[config.mk]
export PLATFORM = sky130hd
export DESIGN_NAME = obstacle_game_score
export DESIGN_NICKNAME = d
export VERILOG_FILES = /design/src/logic/obstacle_pkg.sv /design/src/logic/obstacle_game_score.sv /design/src/logic/score_display.sv /design/src/logic/best_score_keeper.sv /design/src/logic/obstacles_counter.sv
export SDC_FILE = /design/constraint.sdc
export NUM_CORES = 1
export LEC_CHECK = 0
export ABC_AREA = 1
export ABC_CLOCK_PERIOD_IN_PS = 3150
export BUFFER_PORTS_ARGS = -buffer_cell sky130_fd_sc_hd__buf_4
export CORE_UTILIZATION = 35
export DETAILED_ROUTE_END_ITERATION = 6
export SETUP_SLACK_MARGIN = 0.15
export SYNTH_ARGS = -nofsm -noshare
export SYNTH_HDL_FRONTEND = slang
export SYNTH_HIERARCHICAL = 1
export SYNTH_SLANG_ARGS = --single-unit
[constraint.sdc]
create_clock -name clk -period 3.15 [get_ports clk]
set_input_delay 0.315 -clock clk [delete_from_list [all_inputs] [get_ports clk]]
set_output_delay 0.315 -clock clk [all_outputs]
set_load 0.01 [all_outputs]
[src/logic/obstacle_pkg.sv]
package obstacle_pkg;

    // number of digits on the seven-segment display.
    localparam int SCORE_DIGITS = 4;

    // one BCD digit per nibble, most significant digit at the top.
    typedef struct packed {
        logic [3:0] thousands;
        logic [3:0] hundreds;
        logic [3:0] tens;
        logic [3:0] ones;
    } bcd_digits_t;

    // the raw view is ordered like the decimal value, so an unsigned compare
    // of two raw words gives the same result as a compare of the scores.
    typedef union packed {
        logic [15:0] raw;
        bcd_digits_t digits;
    } score_word_u;

    // segment pattern, bit 6 is segment g and bit 0 is segment a, active low.
    typedef logic [6:0] seg_code_t;

    localparam seg_code_t SEG_0     = 7'b1000000;
    localparam seg_code_t SEG_1     = 7'b1111001;
    localparam seg_code_t SEG_2     = 7'b0100100;
    localparam seg_code_t SEG_3     = 7'b0110000;
    localparam seg_code_t SEG_4     = 7'b0011001;
    localparam seg_code_t SEG_5     = 7'b0010010;
    localparam seg_code_t SEG_6     = 7'b0000010;
    localparam seg_code_t SEG_7     = 7'b1111000;
    localparam seg_code_t SEG_8     = 7'b0000000;
    localparam seg_code_t SEG_9     = 7'b0010000;

    // shown for a nibble that is not a decimal digit.
    localparam seg_code_t SEG_DASH  = 7'b0111111;

endpackage
[src/logic/obstacle_game_score.sv]
module obstacle_game_score #(
    parameter int CLEAR_TIME  = 65000000,
    parameter int REFRESH_DIV = 100000
) (
    input  logic                      clk,
    input  logic                      rst,
    input  logic                      start,
    input  logic                      done_in,
    input  logic                      show_best,
    output logic                      done_out,
    output obstacle_pkg::score_word_u obstacles_counted,
    output obstacle_pkg::score_word_u best_score,
    output obstacle_pkg::seg_code_t   seg,
    output logic [3:0]                an
);

    import obstacle_pkg::*;

    score_word_u display_value;

    obstacles_counter #(
        .CLEAR_TIME(CLEAR_TIME)
    ) i_counter (
        .clk              (clk),
        .rst              (rst),
        .start            (start),
        .done_in          (done_in),
        .done_out         (done_out),
        .obstacles_counted(obstacles_counted)
    );

    best_score_keeper i_best (
        .clk         (clk),
        .rst         (rst),
        .score_strobe(done_out),
        .score       (obstacles_counted),
        .best_score  (best_score)
    );

    // the player picks which score is on the display.
    assign display_value = show_best ? best_score : obstacles_counted;

    score_display #(
        .REFRESH_DIV(REFRESH_DIV)
    ) i_display (
        .clk  (clk),
        .rst  (rst),
        .value(display_value),
        .seg  (seg),
        .an   (an)
    );

endmodule

[src/logic/score_display.sv]
module score_display #(
    parameter int REFRESH_DIV = 100000
) (
    input  logic                      clk,
    input  logic                      rst,
    input  obstacle_pkg::score_word_u value,
    output obstacle_pkg::seg_code_t   seg,
    output logic [3:0]                an
);

    import obstacle_pkg::*;

    localparam int DIV_W = (REFRESH_DIV > 1) ? $clog2(REFRESH_DIV) : 1;
    localparam logic [DIV_W-1:0] DIV_LAST = DIV_W'(REFRESH_DIV - 1);
    localparam logic [1:0] LAST_IDX = 2'(SCORE_DIGITS - 1);

    logic [DIV_W-1:0] div_cnt;
    logic [1:0]       idx;
    logic [1:0]       idx_nxt;
    logic [1:0]       scan_sel;
    logic [3:0]       nibble;

    function automatic seg_code_t bcd_to_seg(input logic [3:0] bcd);
        seg_code_t code;
        case (bcd)
            4'd0:    code = SEG_0;
            4'd1:    code = SEG_1;
            4'd2:    code = SEG_2;
            4'd3:    code = SEG_3;
            4'd4:    code = SEG_4;
            4'd5:    code = SEG_5;
            4'd6:    code = SEG_6;
            4'd7:    code = SEG_7;
            4'd8:    code = SEG_8;
            4'd9:    code = SEG_9;
            default: code = SEG_DASH;
        endcase
        return code;
    endfunction

    always_comb begin
        idx_nxt = idx;
        if (div_cnt == DIV_LAST) begin
            idx_nxt = (idx == LAST_IDX) ? 2'd0 : idx + 2'd1;
        end
    end

    // during reset the ones digit is loaded so seg already matches the anode.
    always_comb begin
        scan_sel = rst ? 2'd0 : idx_nxt;
        case (scan_sel)
            2'd0:    nibble = value.digits.ones;
            2'd1:    nibble = value.digits.tens;
            2'd2:    nibble = value.digits.hundreds;
            default: nibble = value.digits.thousands;
        endcase
    end

    always_ff @(posedge clk) begin
        if (rst) begin
            div_cnt <= '0;
            idx     <= 2'd0;
            an      <= 4'b1110;
        end else begin
            div_cnt <= (div_cnt == DIV_LAST) ? '0 : div_cnt + 1'b1;
            idx     <= idx_nxt;
            an      <= ~(4'b0001 << idx_nxt);
        end
    end

    // refreshed every cycle, so a new score shows up one cycle later.
    always_ff @(posedge clk) begin
        seg <= bcd_to_seg(nibble);
    end

endmodule

[src/logic/best_score_keeper.sv]
module best_score_keeper (
    input  logic                      clk,
    input  logic                      rst,
    input  logic                      score_strobe,
    input  obstacle_pkg::score_word_u score,
    output obstacle_pkg::score_word_u best_score
);

    logic new_record;

    // BCD digits are ordered like binary nibbles, so the raw compare is exact.
    always_comb begin
        new_record = score_strobe && (score.raw > best_score.raw);
    end

    // the best score survives menu visits and the clear at game start.
    always_ff @(posedge clk) begin
        if (rst) begin
            best_score.raw <= '0;
        end else if (new_record) begin
            best_score.raw <= score.raw;
        end
    end

endmodule

[src/logic/obstacles_counter.sv]
module obstacles_counter #(
    parameter int CLEAR_TIME = 65000000
) (
    input  logic                      clk,
    input  logic                      rst,
    input  logic                      start,
    input  logic                      done_in,
    output logic                      done_out,
    output obstacle_pkg::score_word_u obstacles_counted
);

    import obstacle_pkg::*;

    localparam int TIMER_W = (CLEAR_TIME > 0) ? $clog2(CLEAR_TIME + 1) : 1;
    localparam logic [TIMER_W-1:0] TIMER_MAX = TIMER_W'(CLEAR_TIME);

    localparam logic [1:0] ST_IDLE  = 2'd0;
    localparam logic [1:0] ST_COUNT = 2'd1;
    localparam logic [1:0] ST_DONE  = 2'd2;
    localparam logic [1:0] ST_MENU  = 2'd3;

    logic [1:0]         state;
    logic [1:0]         state_nxt;
    logic [TIMER_W-1:0] timer;
    logic [TIMER_W-1:0] timer_nxt;
    logic               done_nxt;
    bcd_digits_t        digits_nxt;

    always_comb begin
        state_nxt  = state;
        timer_nxt  = timer;
        done_nxt   = 1'b0;
        digits_nxt = obstacles_counted.digits;

        case (state)
            ST_IDLE: begin
                timer_nxt = '0;
                if (!start) begin
                    state_nxt = ST_MENU;
                end else if (done_in) begin
                    state_nxt = ST_COUNT;
                end
            end

            // strobes seen here are dropped, only one obstacle is timed at once.
            ST_COUNT: begin
                if (timer == TIMER_MAX) begin
                    state_nxt = ST_DONE;
                end else begin
                    timer_nxt = timer + 1'b1;
                end
            end

            ST_DONE: begin
                done_nxt  = 1'b1;
                state_nxt = ST_IDLE;

                // decimal carry chain, 9999 rolls over to 0000.
                if (digits_nxt.ones == 4'd9) begin
                    digits_nxt.ones = 4'd0;
                    if (digits_nxt.tens == 4'd9) begin
                        digits_nxt.tens = 4'd0;
                        if (digits_nxt.hundreds == 4'd9) begin
                            digits_nxt.hundreds = 4'd0;
                            if (digits_nxt.thousands == 4'd9) begin
                                digits_nxt.thousands = 4'd0;
                            end else begin
                                digits_nxt.thousands = digits_nxt.thousands + 4'd1;
                            end
                        end else begin
                            digits_nxt.hundreds = digits_nxt.hundreds + 4'd1;
                        end
                    end else begin
                        digits_nxt.tens = digits_nxt.tens + 4'd1;
                    end
                end else begin
                    digits_nxt.ones = digits_nxt.ones + 4'd1;
                end
            end

            // the score stays on show until a new game starts.
            // leaving the menu times the obstacle already on screen.
            ST_MENU: begin
                timer_nxt = '0;
                if (start) begin
                    digits_nxt = '0;
                    state_nxt  = ST_COUNT;
                end
            end

            default: begin
                state_nxt = ST_IDLE;
            end
        endcase
    end

    always_ff @(posedge clk) begin
        if (rst) begin
            state                 <= ST_IDLE;
            timer                 <= '0;
            done_out              <= 1'b0;
            obstacles_counted.raw <= '0;
        end else begin
            state                    <= state_nxt;
            timer                    <= timer_nxt;
            done_out                 <= done_nxt;
            obstacles_counted.digits <= digits_nxt;
        end
    end

endmodule

==> results.py, run 1 <==
metrics = {
    "power_and_ir_drop": {
        "leakage_nw": 2.925,
        "switching_share_pct": 46.69,
        "p_comb_share_pct": 50.9,
        "p_int_mw": 2.816,
        "clkPwrFrac_pct": 20.5,
        "p_total_mw": 5.283,
        "switchingPower_mw": 2.467,
        "p_per_area_mw_per_mm2": 777.3,
        "seqPwrFrac_pct": 28.7,
        "irDropWorstVdd_mv": 0.8727,
    },
    "setup_path": {
        "worstSetupPathType": "reg2reg",
        "r2r_cells": 18,
        "critPathCaptureType": "flop",
        "critical_path.max_fanout": 6,
        "cp.arrival_ns": 2.69,
        "required_ns": 3.40,
        "crit_path_start_kind": "flop",
    },
    "clock_network": {
        "cts_setup_buffers": 0,
        "post_cts_resized": 0,
        "htree_levels": 3,
        "clock_path_buffers": 2,
        "clkLatencyLatePin_ns": 0.35,
        "cts_tree": "yes",
        "cts_sinks": 91,
        "hold_buffers": 0,
        "cts_buffers": 9,
        "path_clk_slew_ns": 0.07,
        "cts-root-buf": "clkbuf_16",
    },
    "sta": {
        "final.setup.tns_ns": 0,
        "rsz0062_at_grt": "false",
        "slew_headroom_pct": 58.88,
        "max_freq_mhz": 409.9,
        "fin_crit_sh_pct": 77.45,
        "fin_skew_ns": 0.008401,
        "worst-slew-pin-transition_ns": 0.6167,
        "finalHoldViolations": 0,
        "fin_crit_ns": 2.440,
        "slew_violations": 0,
        "setup_viol": 0,
    },
    "route": {
        "postRouteAntennaNets": 0,
        "wire_per_inst_um": 12.38,
        "routed_wirelength_mm": 15.02,
        "drt-pass1-iter-count": 5,
        "drcViolationCount": 0,
        "drt_first_iter_violations": 387,
        "vias": 5814,
        "viasPerCell": 4.793,
    },
    "logic_synthesis": {
        "syn_avg_cell_area_um2": 6.324,
        "yosysSeqAreaShare_pct": 30.49,
        "yosys.cell_types.count": 45,
        "syn-cell-area_mm2": 0.005976,
        "syn_nets": 985,
        "yosysWarnings": 6,
        "synth-seq-cells": 91,
        "synth_cells": 945,
    },
    "die": {
        "num_rows": 47,
        "die_area_mm2": 0.01760,
        "fp.dieH_um": 132.7,
        "io_pins": 49,
        "initial_core_util_pct": 35.91,
        "core_region_area_mm2": 0.01664,
        "die_x_um": 132.7,
    },
    "layout": {
        "fillers": 1793,
        "final_nets": 1030,
        "area_growth_pct": 13.74,
        "fin_util_pct": 40.84,
        "seqCellArea_mm2": 0.001822,
        "drive_gt1_share_pct": 12.39,
        "multi_input_area_mm2": 0.003491,
        "diodes": 0,
    },
    "global_routing": {
        "grt_max_degree": 33,
        "first_global_vias": 5262,
        "grt_pass1_wl_mm": 25.19,
        "grt_overflow": 0,
        "grt_use_total_pct": 17.73,
        "antenna_found_initial": 0,
    },
    "hold_path": {
        "worstHoldPathCells": 5,
        "holdCritPathClass": "in2reg",
    },
    "placed_design": {
        "dp_hpwl_mm": 11.09,
        "port_buffers": 48,
        "place_congestion": 0.9283,
    },
    "run_status": {
        "outcome": "finished, final reports clean",
    },
    "run": {
        "max-cap-violations": 0,
    },
}
==> state kept, by name, indices dropped and copies added, names as in the netlist <==
name	cells
i_best/best_score	16
i_counter/timer	26
i_display/div_cnt	17
i_counter/done_out	1
i_counter/state	2
i_display/idx	2
i_display/an	4
i_display/seg	7
i_counter/obstacles_counted	16
==> power by group through the flow <==
| stage | clock network [mW] | registers [mW] | logic [mW] |
|---|---|---|---|
| detailed placement | 0 | 1.54 | 2.67 |
| global placement | 0 | 1.54 | 2.65 |
| global route | 1.16 | 1.54 | 3.05 |
| CTS | 1.12 | 1.51 | 2.69 |
| finish | 1.08 | 1.51 | 2.69 |
| floorplan | 0 | 1.55 | 1.97 |
==> cells by family after synthesis <==
| kind of cell | after synthesis | synth area share, % |
|---|---|---|
| XOR/XNOR | 8 | 1.173 |
| AO/OA/AOI/OAI | 95 | 8.585 |
| flip-flops | 91 | 30.49 |
| AND/OR/NAND/NOR | 564 | 41.33 |
| adder cells (fa/ha/maj) | 35 | 7.328 |
| buffers and inverters | 152 | 11.10 |
==> critical path, stage by stage (launching register included) <==
cell and delay, ns:
dfxtp_1 0.35, ha_1 0.17, nand2_1 0.11, inv_1 0.09
nand2_1 0.09, nor2_1 0.16, nand3_1 0.09, nand2_1 0.06
nand2_1 0.07, nor2_2 0.19, o21ai_0 0.12, nand3_1 0.14
nand2_4 0.07, inv_1 0.08, ha_1 0.24, nand3_1 0.09
nand2_1 0.05, nor2_1 0.10, nor2_1 0.04
==> per-stage QoR <==
step                      std cells  cell area (um^2)  setup slack, ns  hold WS (ns)
after floorplan                 945              5976           0.9459        0.4006
after global placement         1199              6513           0.7946        0.4324
after detailed placement       1199              6513           0.7269        0.4389
after CTS                      1213              6797           0.7165        0.3808
after global routing           1213              6797           0.3937        0.4416
final                          1213              6797           0.7102        0.3919
==> Yosys cell counts, drive strengths merged <==
cell    instances  share of area [%]
a21boi          1               0.13
or2             6               0.71
inv           125                7.9
o21a            5               0.65
a21oi          65                5.5
nand4          11                1.2
nand3b          1               0.13
and3            2               0.21
a211oi          1               0.13
nand3          87                7.8
nor3           27                2.3
a31oi           2               0.21
a21o            1               0.13
nor4            2               0.31
nand2         282                 19
ha             35                7.3
o21ai          19                1.7
o21bai          1               0.13
xor2            8                1.2
clkinv          2               0.13
nor3b           2               0.25
clkbuf          7               0.46
nor2          144                9.8
dfxtp          91                 30
buf            18                2.6
==> worst paths after layout <==
kind                                    from                              end  slack (ns)
max reg2reg  i_display/div_cnt[0]$_SDFF_PP0_         i_display/seg[3]$_DFF_P_        0.71
min reg2reg  i_display/div_cnt[0]$_SDFF_PP0_  i_display/div_cnt[0]$_SDFF_PP0_        0.45
max          i_display/div_cnt[0]$_SDFF_PP0_         i_display/seg[3]$_DFF_P_        0.71
min                                    start  i_counter/state[1]$_SDFFE_PP0P_        0.39
==> routing by layer <==
layer | part of all wire, % | global-route usage [%]
met3 | 5.4 | 3.487
met5 | 0 | 0
met4 | 1.1 | 4.534
met2 | 44 | 29.27
met1 | 49 | 23.55
==> cells in the final DEF (no fill, tap or decap), types with 2 or more instances in the layout <==
master and count:
nand2_1 267, nor2_1 132, inv_1 116, dfxtp_1 91, nand3_1 82, a21oi_1 64, buf_4 59, ha_1 35
nor3_1 26, o21ai_0 14, nand2_2 12, nand4_1 11, clkbuf_16 9, nor2_2 9, xor2_1 8, inv_2 8
o21a_1 4, nand3_2 4, or2_2 3, nand2_4 3, o21ai_1 3, nor2_4 3, clkbuf_1 2, clkinv_1 2
o21ai_2 2, and3_1 2, or2_4 2, nor3b_1 2, a31oi_1 2
==> layout make-up <==
| type | instances | area share, % |
|---|---|---|
| multi-input cells | 702 | 51.36 |
| clock inverters | 2 | 0.5523 |
| flip-flops and latches | 91 | 26.80 |
| well taps | 220 | 4.050 |
| inverters | 127 | 7.088 |
| repair buffers | 59 | 6.517 |
| clock buffers | 12 | 3.627 |
No activity file was read; power rests on OpenSTA's default activity.
==> run 2: changes to the inputs <==
Settings changed: ABC_CLOCK_PERIOD_IN_PS 3150 to 2000.
Clock period 3.15 ns to 2 ns, I/O delays scaled along.
==> run 2 against run 1 <==
Clock power up 59%. Final cell count up 8.7%. Highest routed layer unchanged. Count of clock-buffer cells in the layout unchanged. Flip-flop and latch count unchanged. Largest cell class unchanged. Via count up 8.5%. Global-route usage up 1.5 points. First-iteration DRC count down 7.8%. The flow now finishes with violations (negative setup slack). Utilization up 7.4 points.
==> results.py, run 2 (synthesis results as in run 1) <==
metrics = {
    "sta": {
        "fin_crit_sh_pct": 107.0,
        "slew_violations": 0,
        "fin_crit_ns": 2.141,
        "slew_headroom_pct": 61.08,
        "fin_skew_ns": 0.009457,
        "worst-slew-pin-transition_ns": 0.5832,
        "final.setup.tns_ns": -0.4797,
        "setup_viol": 8,
        "rsz0062_at_grt": "true",
        "worst_hold_slack_ns": 0.1474,
        "max_freq_mhz": 467.1,
        "setup_ws_ns": -0.1407,
        "finalHoldViolations": 0,
    },
    "die": {
        "die_area_mm2": 0.01760,
        "core_region_area_mm2": 0.01664,
        "die_x_um": 132.7,
        "io_pins": 49,
        "initial_core_util_pct": 35.91,
        "num_rows": 47,
        "fp.dieH_um": 132.7,
    },
    "global_routing": {
        "grt_overflow": 0,
        "antenna_found_initial": 0,
        "grt_pass1_wl_mm": 27.40,
        "grt_use_total_pct": 19.19,
        "grt_max_degree": 33,
        "first_global_vias": 5788,
    },
    "setup_path": {
        "reg2reg_from": "i_display/div_cnt[0]$_SDFF_PP0_",
        "slowest_stage": "dfxtp_2",
        "required_ns": 2.24,
        "r2r_cells": 16,
        "crit_path_start_kind": "flop",
        "r2r-end": "i_display/seg[3]$_DFF_P_",
        "critPathMaxStageDelay_ns": 0.35,
        "critPathCaptureType": "flop",
        "cp.arrival_ns": 2.38,
        "worstPathCellList": "ha_4 -> nand2_4 -> nor2_4 -> nand3_2 -> nor2_4 -> nand3_2 -> nand2_4 -> nand3_4 -> or2_4 -> nand2_4 -> inv_4 -> ha_4 -> nand3_2 -> nand2_1 -> nor2_1 -> nor2_1",
        "crit_path_end": "i_display/seg[3]$_DFF_P_",
        "crit_start": "i_display/div_cnt[0]$_SDFF_PP0_",
        "reg2reg_slack_ns": -0.14,
        "critical_path.max_fanout": 4,
        "worstSetupPathType": "reg2reg",
    },
    "hold_path": {
        "holdCritPathClass": "in2reg",
    },
    "layout": {
        "multi_input_area_mm2": 0.003899,
        "fillers": 1706,
        "largest-register": "i_counter/timer",
        "final_common_cell": "nand2_1",
        "area_growth_pct": 34.25,
        "instances_no_fill": 1319,
        "reg.largest.list": "i_counter/timer (26), i_display/div_cnt (17)",
        "final_nets": 1134,
        "largest_reg_flops": 26,
        "final_cell_mix": "nand2_1 (253), buf_4 (152), nor2_1 (118), inv_1 (111), dfxtp_1 (81)",
        "diodes": 0,
        "drive_gt1_share_pct": 27.21,
        "seqCellArea_mm2": 0.001834,
    },
    "clock_network": {
        "clkLatencyLatePin_ns": 0.35,
        "clock_path_buffers": 2,
        "path_clk_slew_ns": 0.07,
        "cts_buffers": 9,
        "cts-root-buf": "clkbuf_16",
        "cts_sinks": 91,
        "cts_tree": "yes",
        "htree_levels": 3,
    },
    "power_and_ir_drop": {
        "p_per_area_mw_per_mm2": 1251,
        "p_total_mw": 10.04,
        "seqPwrFrac_pct": 22.2,
        "clkPwrFrac_pct": 17.1,
        "switching_share_pct": 45.29,
        "leakage_nw": 3.603,
        "switchingPower_mw": 4.546,
        "irDropWorstVdd_mv": 1.277,
        "p_int_mw": 5.492,
        "p_comb_share_pct": 60.7,
    },
    "placed_design": {
        "dp_hpwl_mm": 12.22,
        "port_buffers": 48,
        "place_congestion": 0.8821,
        "dp_cells": 1289,
    },
    "run_status": {
        "violations": "negative setup slack",
        "outcome": "complete, but fails checks",
    },
    "run": {
        "max-cap-violations": 0,
    },
    "route": {
        "wire_per_inst_um": 12.81,
        "routed_wirelength_mm": 16.90,
        "postRouteAntennaNets": 0,
        "vias": 6307,
        "drcViolationCount": 0,
        "viasPerCell": 4.782,
        "drt_first_iter_violations": 357,
        "drt-pass1-iter-count": 5,
    },
}
-- run 2: cell count changes in the layout (fill, tap and decap cells not counted), moves of 6 or more --
cell / previous run / this run
nand3_1: 82 / 70
nand2_4: 3 / 11
nor2_2: 9 / 19
buf_6: 0 / 7
nand2_1: 267 / 253
nand3_2: 4 / 14
buf_4: 59 / 152
dfxtp_2: 0 / 10
nor2_1: 132 / 118
nor3_1: 26 / 20
dfxtp_1: 91 / 81
-- run 2: what timing repair did --
action                                  4_1_cts  5_1_grt
hold buffers                                  0        0
resized for setup                            24       73
pin swaps                                    12       31
buffers inserted                              3        8
gates cloned                                  0        3
endpoints found under the setup margin       27       53
-- run 2: critical path, delay by kind of cell, from the launching register on --
family                     cells  cell delay [ns]
and+or+nand+nor               13             1.24
buffers and inverters          1             0.04
DFF                            1             0.35
adders and majority gates      2             0.39
-- run 2: cell type report --
cell class / instances / area share [%]
Inverter: 127 / 6.067
Sequential cell: 91 / 22.86
Tap cell: 220 / 3.431
Timing Repair Buffer: 160 / 15.46
Clock inverter: 4 / 0.6394
Multi-Input combinational cell: 705 / 48.60
Clock buffer: 12 / 2.948
-- run 2: stage by stage --
stage                     setup slack, ns  instance area [um^2]  utilization, %
final                             -0.1407                  8023           48.21
after global routing              -0.2570                  8023           48.21
after CTS                        -0.09192                  7654           45.99
after detailed placement          -0.1774                  7253           43.58
after global placement            -0.1431                  7253           43.58
after floorplan                  -0.07559                  6028               -
-- run 2: worst min-delay path by stage --
stage / startpoint / to / slack (ns) / cells past startpoint
after floorplan: rst / i_display/idx[1]$_DFF_P_ / 0.29 / 1
after global placement: i_display/div_cnt[9]$_SDFF_PP0_ / i_display/div_cnt[9]$_SDFF_PP0_ / 0.48 / 2
after detailed placement: i_display/div_cnt[9]$_SDFF_PP0_ / i_display/div_cnt[9]$_SDFF_PP0_ / 0.49 / 2
after CTS: rst / i_counter/obstacles_counted[14]$_SDFFE_PP0P_ / 0.12 / 2
after global routing: rst / i_counter/obstacles_counted[14]$_SDFFE_PP0P_ / 0.15 / 2
final: rst / i_counter/obstacles_counted[14]$_SDFFE_PP0P_ / 0.15 / 2
-- run 2: power by group through the flow --
stage | clock network (mW) | registers (mW) | logic, mW
after global routing | 1.86 | 2.26 | 6.70
final | 1.72 | 2.23 | 6.09
after detailed placement | 0 | 2.25 | 5.16
after global placement | 0 | 2.24 | 5.14
after CTS | 1.78 | 2.21 | 5.26
after floorplan | 0 | 2.44 | 3.13
-- run 2: per-layer routing --
metal	global-route usage, %	wire [um]	vias to the layer above
met2	30.99	7780	133
met3	3.793	842	17
li1	-	-	3290
met4	4.917	192	0
met1	26.02	8087	2867
met5	0	0	-
==> run 3: changes to the inputs <==
Settings changed: CORE_ASPECT_RATIO set to 1.2.
==> run 3 against run 2 <==
Die area hardly changed. Setup slack got worse by 0.057 ns. Clock skew shrank 0.0021 ns. The flow still finishes with violations (negative setup slack). Register-to-register slack lost 0.06 ns.
==> results.py, run 3 (synthesis results as in run 1) <==
metrics = {
    "setup_path": {
        "cp_num_buf_inv": 1,
        "reg2reg_slack_ns": -0.20,
        "crit_path_start_kind": "flop",
        "critPathMaxStageDelay_ns": 0.36,
        "cp.arrival_ns": 2.44,
        "critical_path.max_fanout": 4,
        "required_ns": 2.25,
        "cpLargestDelayFamily": "simple AND/OR/NAND/NOR gates",
        "critPathCaptureType": "flop",
        "worstPathCellList": "ha_4 -> nand2_4 -> nor2_4 -> nand3_2 -> nor2_4 -> nand3_2 -> nand2_4 -> nand3_4 -> or2_4 -> nand2_4 -> inv_4 -> ha_4 -> nand3_2 -> nand2_2 -> nor2_1 -> nor2_1",
        "worstSetupPathType": "reg2reg",
        "slowest_stage": "dfxtp_2",
    },
    "layout": {
        "reg.largest.list": "i_counter/timer (26), i_display/div_cnt (17)",
        "largest-register": "i_counter/timer",
        "drive_gt1_share_pct": 26.24,
        "final_nets": 1122,
        "instances_no_fill": 1298,
        "final_common_cell": "nand2_1",
        "largest_reg_flops": 26,
        "area_growth_pct": 32.10,
        "final_cell_mix": "nand2_1 (250), buf_4 (141), nor2_1 (122), inv_1 (114)",
        "diodes": 0,
    },
    "die": {
        "core_region_area_mm2": 0.01646,
        "die_x_um": 121.3,
        "io_pins": 49,
        "die_area_mm2": 0.01760,
        "fp.dieH_um": 145.1,
        "num_rows": 51,
        "initial_core_util_pct": 36.30,
    },
    "placed_design": {
        "port_buffers": 48,
        "dp_hpwl_mm": 11.92,
        "dp_cells": 1268,
        "place_congestion": 0.9081,
        "place_ws_ns": -0.1914,
    },
    "global_routing": {
        "grt_pass1_wl_mm": 26.05,
        "grt_use_total_pct": 18.37,
        "antenna_found_initial": 0,
        "grt_overflow": 0,
        "grt_max_degree": 33,
        "first_global_vias": 5613,
    },
    "power_and_ir_drop": {
        "p_int_mw": 6.043,
        "seqPwrFrac_pct": 20.6,
        "irDropWorstVdd_mv": 1.560,
        "switching_share_pct": 45.80,
        "p_total_mw": 11.15,
        "clkPwrFrac_pct": 14.7,
        "p_comb_share_pct": 64.7,
        "leakage_nw": 3.475,
        "p_per_area_mw_per_mm2": 1412,
        "switchingPower_mw": 5.106,
    },
    "route": {
        "postRouteAntennaNets": 0,
        "wire_per_inst_um": 13.08,
        "drcViolationCount": 0,
        "routed_wirelength_mm": 16.97,
        "drt-pass1-iter-count": 5,
        "viasPerCell": 4.810,
        "vias": 6243,
        "drt_first_iter_violations": 281,
    },
    "run_status": {
        "violations": "negative setup slack",
        "outcome": "complete, but fails checks",
    },
    "clock_network": {
        "path_clk_slew_ns": 0.07,
        "clkLatencyLatePin_ns": 0.35,
        "cts_buffers": 9,
        "cts_tree": "yes",
        "cts_sinks": 91,
        "cts-root-buf": "clkbuf_16",
        "htree_levels": 3,
        "clock_path_buffers": 2,
        "hold_buffers": 0,
    },
    "sta": {
        "max_freq_mhz": 455.1,
        "fin_crit_sh_pct": 109.9,
        "slew_headroom_pct": 61.88,
        "slew_violations": 0,
        "setup_ws_ns": -0.1973,
        "worst_hold_slack_ns": 0.2272,
        "worst-slew-pin-transition_ns": 0.5712,
        "setup_viol": 8,
        "fin_crit_ns": 2.197,
        "finalHoldViolations": 0,
        "rsz0062_at_grt": "true",
        "fin_skew_ns": 0.007381,
    },
    "run": {
        "max-cap-violations": 0,
    },
    "hold_path": {
        "holdCritPathClass": "in2reg",
    },
}
run 3: cell types whose count changed in the layout (fill, tap and decap cells not counted), sizes merged:
cell,change
buf,-14
bufinv,-1
clkinvlp,+2
run 3: final timing paths:
check	start	end	cells after the start
setup / recovery	i_display/div_cnt[0]$_SDFF_PP0_	i_display/seg[3]$_DFF_P_	16
hold reg to reg	i_display/div_cnt[9]$_SDFF_PP0_	i_display/div_cnt[9]$_SDFF_PP0_	2
hold / removal	rst	i_display/idx[1]$_DFF_P_	3
setup reg to reg	i_display/div_cnt[0]$_SDFF_PP0_	i_display/seg[3]$_DFF_P_	16
run 3: metrics by stage:
stage / TNS (ns) / instance area, um^2 / utilization [%]
detailed placement: -0.7233 / 7146 / 43.40
global route: -2.381 / 7894 / 47.95
finish: -1.048 / 7894 / 47.95
floorplan: -0.08713 / 6028 / -
CTS: -0.4647 / 7528 / 45.73
global placement: -0.5445 / 7146 / 43.40
run 3: area by class of cell:
type                            instances  area, um^2
Sequential cell                        91        1841
Timing Repair Buffer                  148        1182
Fill cell                            1690        8569
Multi-Input combinational cell        705        3840
Inverter                              127       486.7
Clock buffer                           10       239.0
Clock inverter                          5       40.04
Tap cell                              212       265.3
run 3: what timing repair did:
| action | CTS | global route |
|---|---|---|
| gates cloned | 0 | 6 |
| pin swaps | 11 | 30 |
| buffers inserted | 4 | 5 |
| endpoints found under the setup margin | 25 | 58 |
| resized for setup | 23 | 65 |
| endpoints found under the hold margin | 0 | 0 |
run 3: layer usage:
| layer | GRT usage [%] | vias to the layer above | wire length (um) |
|---|---|---|---|
| li1 | - | 3267 | - |
| met1 | 21.72 | 2837 | 7346 |
| met2 | 32.93 | 110 | 8640 |
| met3 | 2.280 | 29 | 599 |
| met4 | 7.284 | 0 | 386 |
| met5 | 0 | - | 0 |
run 3: worst min-delay path: cells and delay by family:
kind,cells,cell delay (ns)
simple gates,1,0.05
buf+inv,2,0.27
run 3: power groups by stage:
stage	combinational [mW]	sequential [mW]	clock, mW
floorplan	3.13	2.44	0
global placement	4.90	2.30	0
detailed placement	4.94	2.30	0
CTS	5.05	2.26	1.69
global route	7.75	2.32	1.75
finish	7.22	2.29	1.64
